**src/logic/store_issue_pkg.sv**
```systemverilog
package store_issue_pkg;

    localparam int iq_size  = 8;
    localparam int slot_w   = 3;
    localparam int preg_num = 32;
    localparam int preg_w   = 5;
    localparam int xlen     = 32;
    localparam int wb_ports = 2;
    localparam int rob_w    = 5;
    localparam int sq_w     = 4;
    localparam int imm_w    = 12;

    typedef enum logic [1:0] {
        size_byte = 2'd0,
        size_half = 2'd1,
        size_word = 2'd2
    } store_size_e;

    typedef struct packed {
        logic             dir; // flips on each ROB wrap.
        logic [rob_w-1:0] idx;
    } rob_idx_t;

    typedef struct packed {
        logic [preg_w-1:0] rs1;
        logic              rs1_ready;
        logic [preg_w-1:0] rs2;
        logic              rs2_ready;
        logic [imm_w-1:0]  imm;
        store_size_e       size;
        rob_idx_t          rob_idx;
        logic [sq_w-1:0]   sq_idx;
    } disp_store_t;

    typedef struct packed {
        logic              en;
        logic [preg_w-1:0] rd;
        logic [xlen-1:0]   value;
    } wb_port_t;

    typedef struct packed {
        logic     en;
        rob_idx_t rob_idx;
    } redirect_t;

    typedef struct packed {
        logic [preg_w-1:0] rs1;
        logic [imm_w-1:0]  imm;
        store_size_e       size;
        logic [sq_w-1:0]   sq_idx;
    } addr_issue_t;

    typedef struct packed {
        logic [preg_w-1:0] rs2;
        logic [sq_w-1:0]   sq_idx;
    } data_issue_t;

    typedef struct packed {
        logic [xlen-1:0] addr;
        store_size_e     size;
        logic [sq_w-1:0] sq_idx;
    } store_addr_t;

    typedef struct packed {
        logic [xlen-1:0] data;
        logic [sq_w-1:0] sq_idx;
    } store_data_t;

    // entry survives a redirect only when strictly older than the redirect point.
    function automatic logic is_older(input rob_idx_t entry, input rob_idx_t point);
        if (entry.dir == point.dir) begin
            return entry.idx < point.idx;
        end
        return entry.idx > point.idx;
    endfunction

    function automatic logic wb_hit(input wb_port_t [wb_ports-1:0] wb,
                                    input logic [preg_w-1:0] preg);
        logic hit;
        hit = 1'b0;
        for (int p = 0; p < wb_ports; p++) begin
            if (wb[p].en && wb[p].rd == preg) begin
                hit = 1'b1;
            end
        end
        return hit;
    endfunction

endpackage

```
**src/logic/age_select.sv**
```systemverilog
`timescale 1ns/1ps

module age_select import store_issue_pkg::*; (
    input  logic               clk,
    input  logic               reset_i,
    input  logic               alloc_i,
    input  logic [iq_size-1:0] alloc_onehot_i,
    input  logic [iq_size-1:0] ready_i,
    output logic [iq_size-1:0] grant_o
);
    // older_q[i][j] set means slot i was allocated before slot j.
    logic [iq_size-1:0] older_q [iq_size];
    logic [iq_size-1:0] blocked;

    always_comb begin
        for (int i = 0; i < iq_size; i++) begin
            blocked[i] = 1'b0;
            for (int j = 0; j < iq_size; j++) begin
                if (j != i && ready_i[j] && older_q[j][i]) begin
                    blocked[i] = 1'b1; // an older ready slot wins.
                end
            end
        end
        grant_o = ready_i & ~blocked;
    end

    always_ff @(posedge clk) begin
        if (reset_i) begin
            for (int i = 0; i < iq_size; i++) begin
                older_q[i] <= '0;
            end
        end else if (alloc_i) begin
            for (int i = 0; i < iq_size; i++) begin
                if (alloc_onehot_i[i]) begin
                    older_q[i] <= '0; // new slot is youngest.
                end else begin
                    older_q[i] <= older_q[i] | alloc_onehot_i;
                end
            end
        end
    end

endmodule

```
**src/logic/store_addr_bank.sv**
```systemverilog
`timescale 1ns/1ps

module store_addr_bank import store_issue_pkg::*; (
    input  logic                    clk,
    input  logic                    reset_i,
    input  logic                    disp_valid_i,
    input  disp_store_t             disp_i,
    input  wb_port_t [wb_ports-1:0] wb_i,
    input  redirect_t               redirect_i,
    input  logic [iq_size-1:0]      data_busy_i,
    output logic                    full_o,
    output logic                    alloc_o,
    output logic [iq_size-1:0]      free_onehot_o,
    output logic                    issue_valid_o,
    output addr_issue_t             issue_o
);
    logic [iq_size-1:0] valid_q;
    logic [iq_size-1:0] busy;
    logic [iq_size-1:0] ready;
    logic [iq_size-1:0] grant;
    logic [iq_size-1:0] keep;
    logic [slot_w-1:0]  free_idx;
    logic [slot_w-1:0]  sel_idx;

    logic [preg_w-1:0]  rs1_q [iq_size];
    logic [iq_size-1:0] rs1_rdy_q;
    logic [imm_w-1:0]   imm_q [iq_size];
    store_size_e        size_q [iq_size];
    rob_idx_t           rob_q [iq_size];
    logic [sq_w-1:0]    sq_q [iq_size];

    assign busy    = valid_q | data_busy_i; // slot held until both halves leave.
    assign full_o  = &busy;
    assign alloc_o = disp_valid_i & ~full_o & ~redirect_i.en;

    // lowest free slot.
    always_comb begin
        free_onehot_o = '0;
        free_idx = '0;
        for (int i = iq_size - 1; i >= 0; i--) begin
            if (!busy[i]) begin
                free_onehot_o = '0;
                free_onehot_o[i] = 1'b1;
                free_idx = slot_w'(i);
            end
        end
    end

    always_comb begin
        for (int i = 0; i < iq_size; i++) begin
            ready[i] = valid_q[i] & rs1_rdy_q[i] & ~redirect_i.en;
            keep[i]  = is_older(rob_q[i], redirect_i.rob_idx);
        end
    end

    age_select u_age (
        .clk            (clk),
        .reset_i        (reset_i),
        .alloc_i        (alloc_o),
        .alloc_onehot_i (free_onehot_o),
        .ready_i        (ready),
        .grant_o        (grant)
    );

    always_comb begin
        sel_idx = '0;
        for (int i = 0; i < iq_size; i++) begin
            if (grant[i]) begin
                sel_idx = slot_w'(i);
            end
        end
    end

    always_ff @(posedge clk) begin
        if (reset_i) begin
            valid_q <= '0;
            issue_valid_o <= 1'b0;
        end else begin
            if (redirect_i.en) begin
                valid_q <= valid_q & keep;
            end else begin
                valid_q <= (valid_q | (free_onehot_o & {iq_size{alloc_o}})) & ~grant;
            end
            issue_valid_o <= |grant; // grant is empty during a redirect.
        end
    end

    always_ff @(posedge clk) begin
        for (int i = 0; i < iq_size; i++) begin
            if (alloc_o && free_onehot_o[i]) begin
                rs1_rdy_q[i] <= disp_i.rs1_ready | wb_hit(wb_i, disp_i.rs1);
            end else begin
                rs1_rdy_q[i] <= rs1_rdy_q[i] | wb_hit(wb_i, rs1_q[i]);
            end
        end
        if (alloc_o) begin
            rs1_q[free_idx]  <= disp_i.rs1;
            imm_q[free_idx]  <= disp_i.imm;
            size_q[free_idx] <= disp_i.size;
            rob_q[free_idx]  <= disp_i.rob_idx;
            sq_q[free_idx]   <= disp_i.sq_idx;
        end
        issue_o.rs1    <= rs1_q[sel_idx];
        issue_o.imm    <= imm_q[sel_idx];
        issue_o.size   <= size_q[sel_idx];
        issue_o.sq_idx <= sq_q[sel_idx];
    end

endmodule

```
**src/logic/store_data_bank.sv**
```systemverilog
`timescale 1ns/1ps

module store_data_bank import store_issue_pkg::*; (
    input  logic                    clk,
    input  logic                    reset_i,
    input  logic                    alloc_i,
    input  logic [iq_size-1:0]      free_onehot_i,
    input  disp_store_t             disp_i,
    input  wb_port_t [wb_ports-1:0] wb_i,
    input  redirect_t               redirect_i,
    output logic [iq_size-1:0]      busy_o,
    output logic                    issue_valid_o,
    output data_issue_t             issue_o
);
    logic [iq_size-1:0] valid_q;
    logic [iq_size-1:0] ready;
    logic [iq_size-1:0] grant;
    logic [iq_size-1:0] keep;
    logic [slot_w-1:0]  sel_idx;

    logic [preg_w-1:0]  rs2_q [iq_size];
    logic [iq_size-1:0] rs2_rdy_q;
    rob_idx_t           rob_q [iq_size];
    logic [sq_w-1:0]    sq_q [iq_size];

    assign busy_o = valid_q;

    always_comb begin
        for (int i = 0; i < iq_size; i++) begin
            ready[i] = valid_q[i] & rs2_rdy_q[i] & ~redirect_i.en;
            keep[i]  = is_older(rob_q[i], redirect_i.rob_idx);
        end
    end

    age_select u_age (
        .clk            (clk),
        .reset_i        (reset_i),
        .alloc_i        (alloc_i),
        .alloc_onehot_i (free_onehot_i),
        .ready_i        (ready),
        .grant_o        (grant)
    );

    always_comb begin
        sel_idx = '0;
        for (int i = 0; i < iq_size; i++) begin
            if (grant[i]) begin
                sel_idx = slot_w'(i);
            end
        end
    end

    always_ff @(posedge clk) begin
        if (reset_i) begin
            valid_q <= '0;
            issue_valid_o <= 1'b0;
        end else begin
            if (redirect_i.en) begin
                valid_q <= valid_q & keep;
            end else begin
                valid_q <= (valid_q | (free_onehot_i & {iq_size{alloc_i}})) & ~grant;
            end
            issue_valid_o <= |grant;
        end
    end

    // same slot as the address half.
    always_ff @(posedge clk) begin
        for (int i = 0; i < iq_size; i++) begin
            if (alloc_i && free_onehot_i[i]) begin
                rs2_rdy_q[i] <= disp_i.rs2_ready | wb_hit(wb_i, disp_i.rs2);
                rs2_q[i]     <= disp_i.rs2;
                rob_q[i]     <= disp_i.rob_idx;
                sq_q[i]      <= disp_i.sq_idx;
            end else begin
                rs2_rdy_q[i] <= rs2_rdy_q[i] | wb_hit(wb_i, rs2_q[i]);
            end
        end
        issue_o.rs2    <= rs2_q[sel_idx];
        issue_o.sq_idx <= sq_q[sel_idx];
    end

endmodule

```
**src/logic/store_issue_top.sv**
```systemverilog
`timescale 1ns/1ps

module store_issue_top import store_issue_pkg::*; (
    input  logic                    clk,
    input  logic                    reset_i,
    input  logic                    disp_valid_i,
    input  disp_store_t             disp_i,
    input  wb_port_t [wb_ports-1:0] wb_i,
    input  redirect_t               redirect_i,
    output logic                    full_o,
    output logic                    addr_valid_o,
    output store_addr_t             addr_o,
    output logic                    data_valid_o,
    output store_data_t             data_o
);
    logic               alloc;
    logic [iq_size-1:0] free_onehot;
    logic [iq_size-1:0] data_busy;
    logic               addr_issue_valid;
    addr_issue_t        addr_issue;
    logic               data_issue_valid;
    data_issue_t        data_issue;

    store_addr_bank u_addr_bank (
        .clk           (clk),
        .reset_i       (reset_i),
        .disp_valid_i  (disp_valid_i),
        .disp_i        (disp_i),
        .wb_i          (wb_i),
        .redirect_i    (redirect_i),
        .data_busy_i   (data_busy),
        .full_o        (full_o),
        .alloc_o       (alloc),
        .free_onehot_o (free_onehot),
        .issue_valid_o (addr_issue_valid),
        .issue_o       (addr_issue)
    );

    store_data_bank u_data_bank (
        .clk           (clk),
        .reset_i       (reset_i),
        .alloc_i       (alloc),
        .free_onehot_i (free_onehot),
        .disp_i        (disp_i),
        .wb_i          (wb_i),
        .redirect_i    (redirect_i),
        .busy_o        (data_busy),
        .issue_valid_o (data_issue_valid),
        .issue_o       (data_issue)
    );

    store_regread_stage u_regread (
        .clk                (clk),
        .reset_i            (reset_i),
        .wb_i               (wb_i),
        .addr_issue_valid_i (addr_issue_valid),
        .addr_issue_i       (addr_issue),
        .data_issue_valid_i (data_issue_valid),
        .data_issue_i       (data_issue),
        .addr_valid_o       (addr_valid_o),
        .addr_o             (addr_o),
        .data_valid_o       (data_valid_o),
        .data_o             (data_o)
    );

endmodule

```
**src/logic/store_regread_stage.sv**
```systemverilog
`timescale 1ns/1ps

module store_regread_stage import store_issue_pkg::*; (
    input  logic                    clk,
    input  logic                    reset_i,
    input  wb_port_t [wb_ports-1:0] wb_i,
    input  logic                    addr_issue_valid_i,
    input  addr_issue_t             addr_issue_i,
    input  logic                    data_issue_valid_i,
    input  data_issue_t             data_issue_i,
    output logic                    addr_valid_o,
    output store_addr_t             addr_o,
    output logic                    data_valid_o,
    output store_data_t             data_o
);
    logic [xlen-1:0] rf_q [preg_num];
    logic [xlen-1:0] rs1_val;
    logic [xlen-1:0] rs2_val;
    logic [xlen-1:0] imm_sext;

    // read with write-back bypass, later port wins as in the write.
    always_comb begin
        rs1_val = rf_q[addr_issue_i.rs1];
        rs2_val = rf_q[data_issue_i.rs2];
        for (int p = 0; p < wb_ports; p++) begin
            if (wb_i[p].en && wb_i[p].rd == addr_issue_i.rs1) begin
                rs1_val = wb_i[p].value;
            end
            if (wb_i[p].en && wb_i[p].rd == data_issue_i.rs2) begin
                rs2_val = wb_i[p].value;
            end
        end
    end

    assign imm_sext = {{(xlen - imm_w){addr_issue_i.imm[imm_w-1]}}, addr_issue_i.imm};

    always_ff @(posedge clk) begin
        if (reset_i) begin
            for (int r = 0; r < preg_num; r++) begin
                rf_q[r] <= '0;
            end
            addr_valid_o <= 1'b0;
            data_valid_o <= 1'b0;
        end else begin
            for (int p = 0; p < wb_ports; p++) begin
                if (wb_i[p].en) begin
                    rf_q[wb_i[p].rd] <= wb_i[p].value;
                end
            end
            addr_valid_o <= addr_issue_valid_i;
            data_valid_o <= data_issue_valid_i;
        end
    end

    always_ff @(posedge clk) begin
        addr_o <= '{addr: rs1_val + imm_sext, size: addr_issue_i.size,
                    sq_idx: addr_issue_i.sq_idx};
        data_o <= '{data: rs2_val, sq_idx: data_issue_i.sq_idx};
    end

endmodule

```
**config.mk**
```make
export PLATFORM = sky130hd
export DESIGN_NAME = store_issue_top
export DESIGN_NICKNAME = d
export VERILOG_FILES = /design/src/logic/store_issue_pkg.sv /design/src/logic/age_select.sv /design/src/logic/store_addr_bank.sv /design/src/logic/store_data_bank.sv /design/src/logic/store_issue_top.sv /design/src/logic/store_regread_stage.sv
export SDC_FILE = /design/constraint.sdc
export NUM_CORES = 2
export LEC_CHECK = 0
export BUFFER_PORTS_ARGS = -buffer_cell sky130_fd_sc_hd__buf_2
export CORE_AREA = 3 3 423 425
export CTS_BUF_LIST = sky130_fd_sc_hd__clkbuf_8
export DETAILED_ROUTE_END_ITERATION = 8
export DIE_AREA = 0 0 426 428
export PLACE_DENSITY = 0.66
export SLEW_MARGIN = 20
export SYNTH_ARGS = -nofsm -noshare
export SYNTH_HDL_FRONTEND = slang
export SYNTH_SLANG_ARGS = --single-unit
```
**constraint.sdc**
```tcl
create_clock -name clk -period 5.6 [get_ports clk]
set_input_delay 1.12 -clock clk [delete_from_list [all_inputs] [get_ports clk]]
set_output_delay 1.12 -clock clk [all_outputs]
set_load 0.01 [all_outputs]
```
==> results.yml <==
hold_path:
  hp-start: "disp_i[15]"
  min_to: "u_addr_bank.imm_q[0][3]"
  hp-class: "in2reg"
  whs_path_depth: 1
clock_network:
  cts_hold_buf: 0
  post-cts-setup-buffers: 0
  clkSlewWorstSetupHoldPaths_ns: 0.06
  htree_num_levels: 5
  clock_sinks: 1630
  cts-root-buf: "clkbuf_8"
  clkLatencyLatePin_ns: 1.09
  numCtsBuffers: 296
  cts_tree: "yes"
  cts-resized-gates: 0
  clk_path_buf_depth: 4
drt:
  route.vias.total: 64600
  wl_um: 340000
  wl_met2_um: 146000
  firstDrtPassIters: 6
  drt_iter0_drc: 10500
  antenna_left: 0
  avgRoutedWirePerCell_um: 38.8
  drc: 0
  maxUsedRoutingLayer: "met5"
  avgViaCountPerCell: 7.38
  met3WireLength_um: 52400
  wl_met1_um: 113000
die:
  die-area_mm2: 0.182
  core-area_mm2: 0.176
  io_pins: 199
  die_y_um: 428
  rows: 154
  start_util: 0.497
  die_x_um: 426
grt:
  antenna_found_initial: 31
  grt_pass1_vias: 62700
  grt_usage: 0.366
  grt_max_degree: 88
  grt_pass1_wl_um: 470000
  overflow: 0
yosys:
  ys_seq_area_frac: 0.544
  syn-cell-area_mm2: 0.0874
  synth_edf_count: 1488
  synth_flop_cell: "edfxtp_1"
  synth-async-reset-ratio: 0
  netlist_instances: 6063
  yosys_warnings: 0
  synth_compound_area_frac: 0.146
  ys_types: 76
  synthSimpleGateAreaFrac: 0.0481
  synth_top_family_by_area: "multiplexers"
  synth_mux_area_frac: 0.184
  synth-seq-cells: 1630
  synth_area_per_cell_um2: 14.4
  synth_fa_ha_area_frac: 0.0161
  yosys.area_share.xor_xnor: 0.0244
  synth_nets: 6297
setup_path:
  cp.arrival_ns: 6.48
  crit_type: "reg2reg"
  r2r-start: "u_addr_bank.issue_o[22]"
  crit_path_end_kind: "flop"
  r2r_slack_ns: 0.08
  rr_endpoint: "u_regread.addr_o[36]"
  cp_max_fo: 25
  worstRegToRegCells: 18
  crit_path_start_kind: "flop"
  crit_required_ns: 6.55
sta:
  fin_skew_ns: 0.0954
  hold_violations: 0
  setup_viol: 0
  period_minus_slack_ns: 5.52
  maxSlewViolCount: 0
  slew_headroom: 0.194
  max_freq_ghz: 0.181
  worst_slew_pin_slew_ns: 1.21
  rsz0062_at_grt: "no"
  final.setup.tns_ns: 0
  fin_crit_sh: 0.986
cells_and_area:
  multi_input_area_mm2: 0.0372
  fillers: 14000
  syn_to_final_growth_pct: 11.8
  register_area_mm2: 0.0476
  drive_above_1_share: 0.289
  utilization: 0.556
  fin_nets: 6413
pwr:
  intPower_mw: 21.2
  p_leak_nw: 34.6
  p_per_area_mw_per_mm2: 300
  switchingPower_mw: 8.10
  power.clock.fraction: 0.362
  power_frac_seq: 0.496
  combPwrFrac: 0.142
  p_sw_frac: 0.277
  ir_drop_mv: 0.261
place:
  gp_congestion: 0.960
  port_buffers: 198
  dp.final_hpwl_um: 199000
outcome:
  status: "finished clean"
flow_run:
  maxCapViolCount: 0
-- synth_stat cells (23+ instances only) --
cell type,instances,share of area
o21a_1,116,0.010
o22ai_1,35,0.0025
o21ai_0,91,0.0052
ha_1,111,0.016
edfxtp_1,1488,0.51
a22o_1,1028,0.10
nor4_2,24,0.0034
mux4_2,638,0.16
inv_1,61,0.0026
buf_2,30,0.0017
buf_1,103,0.0044
a31oi_1,23,0.0016
a21oi_1,148,0.0085
or3_1,32,0.0023
nand2_1,126,0.0054
nor2_1,389,0.017
nand3_1,37,0.0021
nor3_1,63,0.0036
nor4_1,50,0.0036
mux2_2,70,0.0090
dfxtp_1,142,0.033
xnor2_1,64,0.0064
xor2_1,179,0.018
clkbuf_1,623,0.027
mux2i_1,81,0.0093
-- worst max-delay path: stages, from the launching register on --
cell,delay [ns]
dfxtp_4,0.90
xor2_1,0.15
nor4_1,0.69
buf_4,0.23
and3_4,0.19
buf_12,0.18
buf_4,0.17
a21oi_1,0.07
o21ai_0,0.44
ha_1,0.29
nand3_1,0.12
buf_4,0.15
o22ai_1,0.15
nor2_1,0.08
o21ai_0,0.86
o211ai_1,0.25
a21oi_1,0.24
or2_2,0.15
o211ai_1,0.08
-- stage by stage --
step	hold slack (ns)	worst slack [ns]	cell area [um^2]	std cells	power [mW]
final	0.313	0.0794	97600	8750	29.3
after global routing	0.280	0.0199	97600	8738	30.0
after CTS	0.235	0.519	97500	8727	29.1
after detailed placement	0.312	0.0768	92200	8219	18.7
after global placement	0.317	0.0503	92200	8218	18.6
after floorplan	0.310	0.874	87400	6063	16.8
-- how the worst max path moves through the flow --
stage / startpoint / to / slack [ns] / depth (start not counted)
after floorplan: u_addr_bank.issue_o[18] / u_regread.addr_o[36] / 0.87 / 18
after global placement: wb_i[33] / u_regread.addr_o[35] / 0.05 / 21
after detailed placement: wb_i[33] / u_regread.addr_o[36] / 0.08 / 21
after CTS: u_addr_bank.issue_o[18] / u_regread.addr_o[35] / 0.52 / 18
after global routing: u_addr_bank.issue_o[22] / u_regread.addr_o[36] / 0.02 / 19
final: u_addr_bank.issue_o[22] / u_regread.addr_o[36] / 0.08 / 18
-- flip-flops by register name, indices dropped and copies added, names as in the netlist, 8 cells and up --
signal and flops:
u_addr_bank.imm_q 96, u_addr_bank.issue_o 23, u_addr_bank.rob_q 48, u_addr_bank.rs1_q 40
u_addr_bank.rs1_rdy_q 8, u_addr_bank.size_q 16, u_addr_bank.sq_q 32, u_addr_bank.u_age.older_q 56
u_addr_bank.valid_q 8, u_data_bank.busy_o 8, u_data_bank.issue_o 9, u_data_bank.rob_q 48
u_data_bank.rs2_q 40, u_data_bank.rs2_rdy_q 8, u_data_bank.sq_q 32, u_data_bank.u_age.older_q 56
u_regread.addr_o 38, u_regread.data_o 36, u_regread.rf_q 1024
-- logic make-up after synthesis --
kind of cell,Yosys count
adders and majority gates,112
DFF,1630
and+or+nand+nor,849
buffers and inverters,833
AOI/OAI and AO/OA,1596
xor gates and xnor gates,243
muxes,800
-- area by class of cell --
class	instances	area share
Clock buffer	326	0.0460
Antenna cell	21	0.000538
Clock inverter	182	0.00870
Sequential cell	1630	0.487
Multi-Input combinational cell	3600	0.381
Tap cell	2340	0.0300
Timing Repair Buffer	589	0.0448
Inverter	62	0.00238
-- cell usage in the layout (no fill, tap or decap), drive strengths merged, types with 23 or more instances in the layout --
| cell | count |
|---|---|
| a21oi | 150 |
| a22o | 1028 |
| a31oi | 23 |
| buf | 589 |
| clkbuf | 326 |
| clkinv | 61 |
| dfxtp | 142 |
| edfxtp | 1488 |
| ha | 111 |
| inv | 171 |
| mux2 | 81 |
| mux2i | 81 |
| mux4 | 638 |
| nand2 | 126 |
| nand3 | 37 |
| nor2 | 389 |
| nor3 | 63 |
| nor4 | 74 |
| o21a | 116 |
| o21ai | 92 |
| o22ai | 35 |
| or3 | 32 |
| xnor2 | 64 |
| xor2 | 179 |
-- power groups by stage --
| stage | clock network [mW] | registers, mW | logic [mW] |
|---|---|---|---|
| finish | 10.6 | 14.5 | 4.14 |
| global route | 11.2 | 14.6 | 4.28 |
| CTS | 10.6 | 14.5 | 4.00 |
| detailed placement | 0 | 14.7 | 3.99 |
| global placement | 0 | 14.7 | 3.95 |
| floorplan | 0 | 14.6 | 2.27 |
-- layer usage --
metal  GRT usage  vias up
li1            -    24900
met3       0.144     1441
met1       0.457    32300
met2       0.523     5972
met5           0        -
met4       0.249       10
Note: power is estimated with default switching activity, not from simulation.
